--- src/common/dcore_pkg.sv ---
`default_nettype none

package dcore_pkg;

    //////////////////////////////
    // decision path sizes
    //////////////////////////////

    // interleaved lanes and adc resolution
    localparam int N_TI   = 16;
    localparam int N_ADC  = 8;
    localparam int CODE_W = N_ADC + 1;

    // slices come in as a 4 by 4 grid
    localparam int REORDER_ROWS = 4;

    //////////////////////////////
    // pi control sizes
    //////////////////////////////

    localparam int N_OUT     = 4;
    localparam int N_PI      = 9;
    localparam int MAX_SEL_W = 4;

    // settle time after cdr reset
    localparam int WAIT_CYCLES = 32;
    localparam int WAIT_W      = 5;

    //////////////////////////////
    // histogram sizes
    //////////////////////////////

    localparam int HIST_W     = 32;
    localparam int N_LEVELS   = 4;
    localparam int LANE_CNT_W = 5;

    // one adc slice output, sign plus magnitude
    typedef struct packed {
        logic             sign;
        logic [N_ADC-1:0] mag;
    } adc_sample_t;

    // gray coded pam4 levels, msb is the sign
    typedef enum logic [1:0] {
        SYM_M3 = 2'b00,
        SYM_M1 = 2'b01,
        SYM_P1 = 2'b11,
        SYM_P3 = 2'b10
    } pam4_sym_e;

    // per output pi code mapping
    typedef struct packed {
        logic                 en_ext_max;
        logic [N_PI-1:0]      ext_max;
        logic [MAX_SEL_W-1:0] max_sel;
        logic [N_PI-1:0]      offset;
    } pi_cfg_t;

endpackage

`default_nettype wire

--- src/verilog/adc_reorder.sv ---
`default_nettype none

module adc_reorder (
    input wire logic clk_adc,
    input wire logic cdr_rstb,
    input wire dcore_pkg::adc_sample_t adc_i [dcore_pkg::N_TI],

    output logic signed [dcore_pkg::CODE_W-1:0] lane_code_o [dcore_pkg::N_TI]
);

    // unfolded codes in lane order, before the register
    logic signed [dcore_pkg::CODE_W-1:0] unfolded [dcore_pkg::N_TI];

    //////////////////////////////
    // transpose and unfold
    //////////////////////////////

    // slices arrive column major, lanes leave row major
    for (genvar k = 0; k < dcore_pkg::N_TI; k++) begin : g_lane
        dcore_pkg::adc_sample_t smp;
        logic signed [dcore_pkg::CODE_W-1:0] mag_s;

        assign smp = adc_i[(k % dcore_pkg::REORDER_ROWS)
                           * (dcore_pkg::N_TI / dcore_pkg::REORDER_ROWS)
                           + k / dcore_pkg::REORDER_ROWS];

        // magnitude with a zero sign bit
        assign mag_s = $signed({1'b0, smp.mag});

        // sign high means a positive sample
        assign unfolded[k] = smp.sign ? mag_s : -mag_s;
    end

    //////////////////////////////
    // output register
    //////////////////////////////

    // cleared so the slicers never see unknown codes
    always_ff @(posedge clk_adc or negedge cdr_rstb) begin
        if (!cdr_rstb) begin
            for (int k = 0; k < dcore_pkg::N_TI; k++) begin
                lane_code_o[k] <= '0;
            end
        end else begin
            for (int k = 0; k < dcore_pkg::N_TI; k++) begin
                lane_code_o[k] <= unfolded[k];
            end
        end
    end

endmodule

`default_nettype wire

--- src/slicer/pam4_slicer.sv ---
`default_nettype none

module pam4_slicer (
    input wire logic clk_adc,
    input wire logic cdr_rstb,
    input wire logic signed [dcore_pkg::CODE_W-1:0] code_i,
    input wire logic [dcore_pkg::N_ADC-1:0] bit_level_i,

    output dcore_pkg::pam4_sym_e sym_o
);

    // threshold as a signed code
    logic signed [dcore_pkg::CODE_W-1:0] lvl_pos;

    // gray bits of the decision
    logic nonneg;
    logic inner;

    assign lvl_pos = $signed({1'b0, bit_level_i});

    //////////////////////////////
    // decision
    //////////////////////////////

    // msb of the gray code is the sign of the sample
    assign nonneg = !code_i[dcore_pkg::CODE_W-1];

    // lsb marks the two inner levels, thresholds included
    assign inner = (code_i <= lvl_pos) && (code_i >= -lvl_pos);

    always_ff @(posedge clk_adc or negedge cdr_rstb) begin
        if (!cdr_rstb) begin
            sym_o <= dcore_pkg::SYM_M3;
        end else begin
            sym_o <= dcore_pkg::pam4_sym_e'({nonneg, inner});
        end
    end

    //////////////////////////////
    // checks
    //////////////////////////////

    // unknown adc data or level upstream would show up here
    a_sym_known: assert property (
        @(posedge clk_adc) disable iff (!cdr_rstb)
        !$isunknown(sym_o)
    ) else $error("pam4_slicer: sym_o is unknown");

endmodule

`default_nettype wire

--- src/verilog/level_histogram.sv ---
`default_nettype none

module level_histogram (
    input wire logic clk_adc,
    input wire logic cdr_rstb,
    input wire dcore_pkg::pam4_sym_e sym_i [dcore_pkg::N_TI],
    input wire logic hist_en_i,
    input wire logic hist_clear_i,

    output logic [dcore_pkg::HIST_W-1:0] count_o [dcore_pkg::N_LEVELS]
);

    // lanes at each level in the current cycle
    logic [dcore_pkg::LANE_CNT_W-1:0] lane_cnt [dcore_pkg::N_LEVELS];
    int lane_sum;

    // lane counts and controls delayed one stage together
    logic [dcore_pkg::LANE_CNT_W-1:0] lane_cnt_q [dcore_pkg::N_LEVELS];
    logic en_q;
    logic clr_q;

    //////////////////////////////
    // per cycle lane count
    //////////////////////////////

    always_comb begin
        for (int l = 0; l < dcore_pkg::N_LEVELS; l++) begin
            lane_cnt[l] = '0;
        end
        for (int i = 0; i < dcore_pkg::N_TI; i++) begin
            lane_cnt[sym_i[i]] = lane_cnt[sym_i[i]] + 1'b1;
        end
        lane_sum = 0;
        for (int l = 0; l < dcore_pkg::N_LEVELS; l++) begin
            lane_sum = lane_sum + int'(lane_cnt[l]);
        end
    end

    //////////////////////////////
    // counters
    //////////////////////////////

    // enable and clear travel one stage with the symbols
    always_ff @(posedge clk_adc or negedge cdr_rstb) begin
        if (!cdr_rstb) begin
            en_q  <= 1'b0;
            clr_q <= 1'b0;
            for (int l = 0; l < dcore_pkg::N_LEVELS; l++) begin
                lane_cnt_q[l] <= '0;
                count_o[l]    <= '0;
            end
        end else begin
            en_q  <= hist_en_i;
            clr_q <= hist_clear_i;
            for (int l = 0; l < dcore_pkg::N_LEVELS; l++) begin
                lane_cnt_q[l] <= lane_cnt[l];
                // clear wins over counting
                if (clr_q) begin
                    count_o[l] <= '0;
                end else if (en_q) begin
                    count_o[l] <= count_o[l]
                        + {{(dcore_pkg::HIST_W - dcore_pkg::LANE_CNT_W){1'b0}}, lane_cnt_q[l]};
                end
            end
        end
    end

    // every lane lands in exactly one bin
    a_lane_sum: assert property (
        @(posedge clk_adc) disable iff (!cdr_rstb)
        lane_sum == dcore_pkg::N_TI
    ) else $error("level_histogram: lane counts sum to %0d", lane_sum);

endmodule

`default_nettype wire

--- src/verilog/pi_ctl_scaler.sv ---
`default_nettype none

module pi_ctl_scaler (
    input wire logic clk_adc,
    input wire logic cdr_rstb,
    input wire logic [dcore_pkg::N_PI-1:0] pi_ctl_i [dcore_pkg::N_OUT],
    input wire dcore_pkg::pi_cfg_t pi_cfg_i [dcore_pkg::N_OUT],

    output logic [dcore_pkg::N_PI-1:0] int_pi_ctl_o [dcore_pkg::N_OUT],
    output logic ctl_valid_o
);

    //////////////////////////////
    // wait after reset
    //////////////////////////////

    logic [dcore_pkg::WAIT_W-1:0] wait_cnt;
    logic wait_full;

    // counter parks on its last value
    assign wait_full = (32'(wait_cnt) == dcore_pkg::WAIT_CYCLES - 1);

    always_ff @(posedge clk_adc or negedge cdr_rstb) begin
        if (!cdr_rstb) begin
            wait_cnt    <= '0;
            ctl_valid_o <= 1'b0;
        end else begin
            if (!wait_full) begin
                wait_cnt <= wait_cnt + 1'b1;
            end
            // high from the 32nd edge on
            ctl_valid_o <= wait_full;
        end
    end

    a_valid_holds: assert property (
        @(posedge clk_adc) disable iff (!cdr_rstb)
        ctl_valid_o |=> ctl_valid_o
    ) else $error("pi_ctl_scaler: ctl_valid_o fell outside reset");

    //////////////////////////////
    // pi code mapping
    //////////////////////////////

    for (genvar j = 0; j < dcore_pkg::N_OUT; j++) begin : g_out
        logic [dcore_pkg::N_PI-1:0] int_scale;
        logic [dcore_pkg::N_PI-1:0] sel_scale;
        logic [dcore_pkg::N_PI-1:0] wrapped;

        // analog max select in steps of 16 codes
        assign int_scale = (({{(dcore_pkg::N_PI - dcore_pkg::MAX_SEL_W){1'b0}},
                              pi_cfg_i[j].max_sel} + 1'b1) << 4) - 1'b1;

        assign sel_scale = pi_cfg_i[j].en_ext_max ? pi_cfg_i[j].ext_max : int_scale;

        assign wrapped = pi_ctl_i[j] % sel_scale;

        // offset may wrap past the top code
        assign int_pi_ctl_o[j] = wrapped + pi_cfg_i[j].offset;

        // a zero modulus has no defined result
        a_ext_max_nonzero: assert property (
            @(posedge clk_adc) disable iff (!cdr_rstb)
            !(pi_cfg_i[j].en_ext_max && (pi_cfg_i[j].ext_max == '0))
        ) else $error("pi_ctl_scaler: zero external scale on output %0d", j);
    end

endmodule

`default_nettype wire

--- src/verilog/digital_core.sv ---
`default_nettype none

module digital_core (
    input wire logic clk_adc,
    input wire logic cdr_rstb,

    // adc slices in slice order
    input wire dcore_pkg::adc_sample_t adc_i [dcore_pkg::N_TI],

    // decision and histogram control
    input wire logic [dcore_pkg::N_ADC-1:0] bit_level_i,
    input wire logic hist_en_i,
    input wire logic hist_clear_i,

    // raw pi codes and their mapping
    input wire logic [dcore_pkg::N_PI-1:0] pi_ctl_i [dcore_pkg::N_OUT],
    input wire dcore_pkg::pi_cfg_t pi_cfg_i [dcore_pkg::N_OUT],

    output logic [2*dcore_pkg::N_TI-1:0] symbols_o,
    output logic [dcore_pkg::HIST_W-1:0] hist_count_o [dcore_pkg::N_LEVELS],
    output logic [dcore_pkg::N_PI-1:0] int_pi_ctl_o [dcore_pkg::N_OUT],
    output logic ctl_valid_o
);

    // signed codes in lane order
    logic signed [dcore_pkg::CODE_W-1:0] lane_code [dcore_pkg::N_TI];

    // sliced symbols per lane
    dcore_pkg::pam4_sym_e sym [dcore_pkg::N_TI];

    //////////////////////////////
    // decision path
    //////////////////////////////

    adc_reorder reorder_i (
        .clk_adc(clk_adc),
        .cdr_rstb(cdr_rstb),
        .adc_i(adc_i),
        .lane_code_o(lane_code)
    );

    for (genvar k = 0; k < dcore_pkg::N_TI; k++) begin : g_slice
        pam4_slicer slicer_i (
            .clk_adc(clk_adc),
            .cdr_rstb(cdr_rstb),
            .code_i(lane_code[k]),
            .bit_level_i(bit_level_i),
            .sym_o(sym[k])
        );

        // lane 0 in the low bits
        assign symbols_o[2*k +: 2] = sym[k];
    end

    level_histogram hist_i (
        .clk_adc(clk_adc),
        .cdr_rstb(cdr_rstb),
        .sym_i(sym),
        .hist_en_i(hist_en_i),
        .hist_clear_i(hist_clear_i),
        .count_o(hist_count_o)
    );

    //////////////////////////////
    // pi control path
    //////////////////////////////

    pi_ctl_scaler pi_scale_i (
        .clk_adc(clk_adc),
        .cdr_rstb(cdr_rstb),
        .pi_ctl_i(pi_ctl_i),
        .pi_cfg_i(pi_cfg_i),
        .int_pi_ctl_o(int_pi_ctl_o),
        .ctl_valid_o(ctl_valid_o)
    );

endmodule

`default_nettype wire

--- config.mk ---
export PLATFORM = sky130hd
export DESIGN_NAME = digital_core
export DESIGN_NICKNAME = d
export VERILOG_FILES = /design/src/common/dcore_pkg.sv /design/src/verilog/adc_reorder.sv /design/src/slicer/pam4_slicer.sv /design/src/verilog/level_histogram.sv /design/src/verilog/pi_ctl_scaler.sv /design/src/verilog/digital_core.sv
export SDC_FILE = /design/constraint.sdc
export NUM_CORES = 2
export LEC_CHECK = 0
export BUFFER_PORTS_ARGS = -buffer_cell sky130_fd_sc_hd__buf_2
export CORE_ASPECT_RATIO = 2
export CORE_MARGIN = 10
export CORE_UTILIZATION = 65
export DETAILED_ROUTE_END_ITERATION = 8
export PLACE_DENSITY = 0.88
export SYNTH_ARGS = -nofsm -noshare
export SYNTH_HDL_FRONTEND = slang
export SYNTH_SLANG_ARGS = --single-unit
--- constraint.sdc ---
create_clock -name clk_adc -period 40.3 [get_ports clk_adc]
set_input_delay 2.015 -clock clk_adc [delete_from_list [all_inputs] [get_ports clk_adc]]
set_output_delay 2.015 -clock clk_adc [all_outputs]
set_load 0.01 [all_outputs]
## Yosys cells after proc, flatten, opt, wreduce, memory -nomap -nowiden

Index checks and enable logic that the tools add are counted.

- Flip-flop bits (word level): 332
- Input bits: 284

- Add/sub/neg operators: 50
- Div/mod/pow operators: 4
- Magnitude comparators: 64
- Equal/unequal tests: 1
- Muxes and demuxes: 123
- Bitwise logic cells: 17
- Reductions and logical operators: 49

Operators with widths:

| operator | count |
|---|---|
| bitwise mux 20 bit | 15 |
| 2-to-1 mux 32 bit | 8 |
| 2-to-1 mux 5 bit | 48 |
| 2-to-1 mux 9 bit | 20 |
| binary-select mux 5 bit (select 2 bit) | 16 |
| demux 5 bit (select 2 bit) | 16 |
| negation 8 -> 9 bit | 17 |
| >= comparator 9 bit | 16 |
| <= comparator 9 bit | 16 |
| adder 32 x 5 -> 32 bit | 4 |
| adder 5 x 1 -> 5 bit, second input constant | 17 |
| >= comparator 3 bit, second input constant | 16 |
| < comparator 3 x 1 -> 1 bit, second input constant | 16 |
| inverter 2 -> 3 bit | 16 |
| adder 9 bit | 4 |
| remainder unit 9 x 9 -> 9 bit | 4 |
| subtractor 9 x 1 -> 9 bit, second input constant | 4 |
| logical AND 1 bit | 32 |
| adder 4 x 1 -> 5 bit, second input constant | 4 |
| bitwise AND 20 bit | 1 |
| logical NOT 1 bit | 16 |
| equality test 5 bit, second input constant | 1 |
| nonzero test 2 bit | 1 |

## Logic depth before layout (Yosys ltp)

- Depth after elaboration: 81
- Gate-level depth with buffers: 97
- Mapped depth without buffers: 93

## Modules after synthesis

Synthesis repeated with hierarchy kept, for this count alone.

- Cell total of the unflattened synthesis: 5,347
- Area total of the unflattened synthesis: 43,172.7 um^2

Modules (own cells, without submodules):

| module | times used | cells each | area each (um^2) | seq. area each (um^2) |
|---|---|---|---|---|
| level_histogram | 1 | 2,078 | 16,427.0 | 3,753.6 |
| pi_ctl_scaler | 1 | 1,590 | 11,543.6 | 150.1 |
| pam4_slicer | 16 | 71 | 565.5 | 50.0 |
| adc_reorder | 1 | 543 | 6,153.4 | 3,603.5 |

## Worst setup path after synthesis

Ideal clock, no wire load.

- Path kind: input-to-output
- Start: input pi_cfg_i[55] (netlist bit)
- End: output int_pi_ctl_o[26] (netlist bit)
- Arrival: 18,275 ps
- Data required time: 38,285 ps
- Path slack: 20,010 ps
- Stages on the path: 80
- Buffers on the path: 2
- Cells stage by stage: ha_1 -> o211ai_1 -> o21ai_0 -> nand2_1 -> xor2_1 -> nor2_1 -> a21oi_1 -> nand4_1 -> nor3_1 -> a31oi_1 -> a31oi_1 -> ha_1 -> o21a_1 -> nor2_1 -> nor3_1 -> mux2_2 -> ha_1 -> o21ai_0 -> [44 not listed] -> a21o_1 -> a21o_1 -> a21o_1 -> a221o_1 -> clkbuf_1 -> a21oi_1 -> ha_1 -> inv_1 -> fa_1 -> inv_1 -> a21oi_1 -> o21ai_0 -> a21oi_1 -> o21bai_1 -> a21o_1 -> a21oi_1 -> xnor2_1 -> xnor2_1

RTL lines:

| item | RTL line | source |
|---|---|---|
| start: declaration | digital_core.sv:17 | `input wire dcore_pkg::pi_cfg_t pi_cfg_i [dcore_pkg::N_OUT],` |
| end: declaration | digital_core.sv:21 | `output logic [dcore_pkg::N_PI-1:0] int_pi_ctl_o [dcore_pkg::N_OUT],` |

==> impl.org <==
** Job
- The tool flagged a number of max-cap violations equal to 0.

** STA
- Unrepaired setup endpoints after global routing :: false
- Final setup violation count :: 0
- Worst-case clock skew :: 0.0212 ns
- Of the available clock period, the critical path in the final layout requires 0.564.
- In the final timing run, aggregate negative setup slack is 0 ns.
- Final WS setup :: 17.56 ns
- Static timing analysis puts the maximum clock frequency at 0.0440 GHz.
- Fin. max-slew vios :: 0
- Number of hold violations in the final report :: 0
- Subtracting the final worst setup slack from the clock period gives 22.74 ns.
- Relative slew margins :: 0.211
- For the pin with the worst max-slew slack, the measured transition is 1.18 ns.

** Cells and area
- Leading cell type in the layout, fill and taps excluded :: nor2_1
- Most frequent cells in the layout :: nor2_1 (593), ha_1 (529), buf_2 (479)
- Area Overhead vs Synth :: 11.2%
- Number of nets in the layout :: 5,797
- Ratio of cells with drive above 1 in the final layout :: 0.155

** Clocking
- CTS max path bufs :: 3
- The tree built by TritonCTS fans out to 332 sinks.
- TritonCTS Buffers :: 31
- Post-CTS Repair Setup Buffers :: 0
- Number of H-tree levels :: 1
- In this run, post-CTS hold repair placed 0 buffers.
- Clock slew at the register clock pins of the worst setup and hold paths :: 0.06 ns
- For the worst-skew pair, the clock arrives at the later sink with an insertion delay of 0.62 ns.
- Root buf cell :: clkbuf_16
- TritonCTS clock tree :: yes
- Post-cts sizing count :: 0

** Power and ir drop
- Total power per unit cell area :: 55.6 nW/um^2
- Peak supply drop :: 0.0583 mV
- Total power :: 2.33 mW
- In this run the static leakage power is 19.8 nW.

** Drt
- After detailed routing, the average wire length per cell comes to 21.4 um.
- Summed over all layers, the routed wires come to 123,000 um.
- The first TritonRoute pass finished after 7 iterations.
- Via total after detailed routing :: 37,008
- After the first detailed-routing iteration, the DRC count stood at 2,343.
- Via density per instance :: 6.43
- Post-route DRC :: 0
- Remaining antenna violation count after routing :: 0

** GRT
- The first global-routing pass estimated 193,000 um of wire.
- Global-route usage over all layers :: 0.346
- The number of global-route vias before repair is 38,383.
- For this run the aggregate overflow at the end of global routing stands at 0.
- Antenna violations before repair :: 12
- Entering global routing, the biggest net connects 123 pins.

** Yosys
- After synthesis, the cell types taking the most area are dfrtp_1 (22%), ha_1 (18%), nor2_1 (5.9%).
- Register bit total from synthesis :: 332
- EDFF count, synth :: 0
- Count of unique library cells instantiated by Yosys :: 110
- Post-Syn Area per Cell :: 8.25 sq um
- Share of the yosys chip area belonging to registers :: 0.221
- For this run, asynchronously set or reset flops after synthesis account for 1.00.
- Total standard cell area after synthesis :: 37,600 sq um
- The cell count after synthesis came out at 4,565.
- For this run, the number of Yosys warnings is 0.
- Among all flip-flop cells after synthesis, the most frequent one is dfrtp_1.
- Proportion of netlist area held by the largest area contributor :: 0.221
- Synthesis produced a netlist with a net count of 5,390.
- The largest total area in the synthesized netlist belongs to dfrtp_1.

** Placement
- Total of buffers placed on input and output ports :: 480
- Routability-driven placement finished with a final weighted congestion of 1.07.
- The wire-length estimate of the detail-placed layout is 95,300 um.
- Timing analysis after detailed placement gives a worst setup slack of 17.85 ns.

** Critical path
- Cell with the largest stage delay on the worst path :: o31ai_1
- Along the worst path, the maximum fanout reaches 16.
- Worst reg2reg setup slack :: 22.02 ns
- Data required, critical path :: 38.28 ns
- WP data arrival :: 20.73 ns
- Counting stages on the worst path, the most repeated cell is o21a_1.
- Crit path kind :: in2out
- Type of destination of the critical path :: output pin
- Highest cell delay on the worst timing path :: 0.76 ns
- STA classifies the critical path startpoint as a primary input.

** Die
- The initialized floorplan defines 124 standard-cell rows.
- The initial utilization of the core area, before any placement, comes to 0.657.
- 481 I/O pins were placed.
- Die outline area :: 68,500 sq um
- The die is 190 um wide.
- The die is 360 um tall.
- Core Box Area :: 57,200 sq um

** Outcome
- Result of the run :: finished, final reports clean

** Min path
- Worst hold path class :: reg2reg
==> per-stage QoR <==
stage	instance area (sq um)	cells	utilization	hold WS (ns)
global route	41900	5753	0.731	0.476
global placement	40800	5695	0.712	0.433
floorplan	37600	4565	-	0.411
detailed placement	40800	5695	0.712	0.437
CTS	41800	5752	0.731	0.450
finish	41900	5759	0.731	0.448
==> worst max-delay path: cells and delay by family <==
family	cells	cell delay, ns
AO/OA/AOI/OAI	51	10.73
XOR/XNOR	3	0.47
adder cells (fa/ha/maj)	11	3.43
buffers and inverters	5	0.45
multiplexers	4	1.67
AND/OR/NAND/NOR	9	1.93
==> report_power, final <==
part           switching, mW  internal (mW)  total [mW]
registers             0.0379          0.372       0.410
clock network          0.138          0.178       0.316
logic                  0.941          0.661        1.60
==> final cells by class <==
class | instances | area (sq um)
Multi-Input combinational cell | 3863 | 28000
Fill cell | 4294 | 15400
Sequential cell | 332 | 8310
Timing Repair Buffer | 521 | 2720
Tap cell | 756 | 946
Clock buffer | 39 | 866
Inverter | 223 | 837
Clock inverter | 18 | 213
Antenna cell | 7 | 17.5
==> cells in the mapped netlist, types with 29 or more instances <==
library cell and instances:
nand2b_1 124, xor2_1 243, and3_1 37, o21a_1 112, nand4_1 87, nor4_1 42
nand2_1 242, a21o_1 63, nor2b_1 141, ha_1 529, inv_1 217, xnor2_1 238
nand3_1 87, clkbuf_1 111, o21ai_0 226, nor2_1 593, a21oi_1 329, a211oi_1 29
nor3_1 144, mux2_2 124, a31oi_1 34, mux2i_1 60, dfrtp_1 332
==> routing by layer <==
layer | up-vias | GRT usage | part of all wire
li1 | 17137 | - | -
met1 | 17424 | 0.327 | 0.33
met2 | 1752 | 0.627 | 0.51
met3 | 681 | 0.0936 | 0.085
met4 | 14 | 0.249 | 0.080
met5 | - | 0 | 0.00066
==> registers in the layout, indices dropped and copies added (netlist names) <==
signal and count:
reorder_i.lane_code_o 144, pi_scale_i.ctl_valid_o 1, hist_i.count_o 128, pi_scale_i.wait_cnt 5, hist_i.lane_cnt_q 20, hist_i.clr_q 1, g_slice.slicer_i.sym_o 32, hist_i.en_q 1
==> final timing paths <==
check / from / to / cells past startpoint
setup reg to reg: g_slice[2].slicer_i.sym_o[1] / hist_i.lane_cnt_q[14] / 69
min in group asynchronous: cdr_rstb / hist_i.count_o[18] / 1
max in group asynchronous: cdr_rstb / hist_i.clr_q / 3
setup / recovery: pi_cfg_i[55] / int_pi_ctl_o[26] / 83
hold reg to reg: reorder_i.lane_code_o[53] / g_slice[10].slicer_i.sym_o[1] / 1
hold / removal: reorder_i.lane_code_o[53] / g_slice[10].slicer_i.sym_o[1] / 1
==> logic make-up after synthesis <==
logic type | after synthesis | share of synthesized area
xor gates and xnor gates | 493 | 0.119
muxes | 190 | 0.0563
DFF | 332 | 0.221
and+or+nand+nor | 1614 | 0.209
adders and majority gates | 541 | 0.182
buffers and inverters | 370 | 0.0380
AOI/OAI and AO/OA | 1025 | 0.175
No activity file was read; power rests on OpenSTA's default activity.
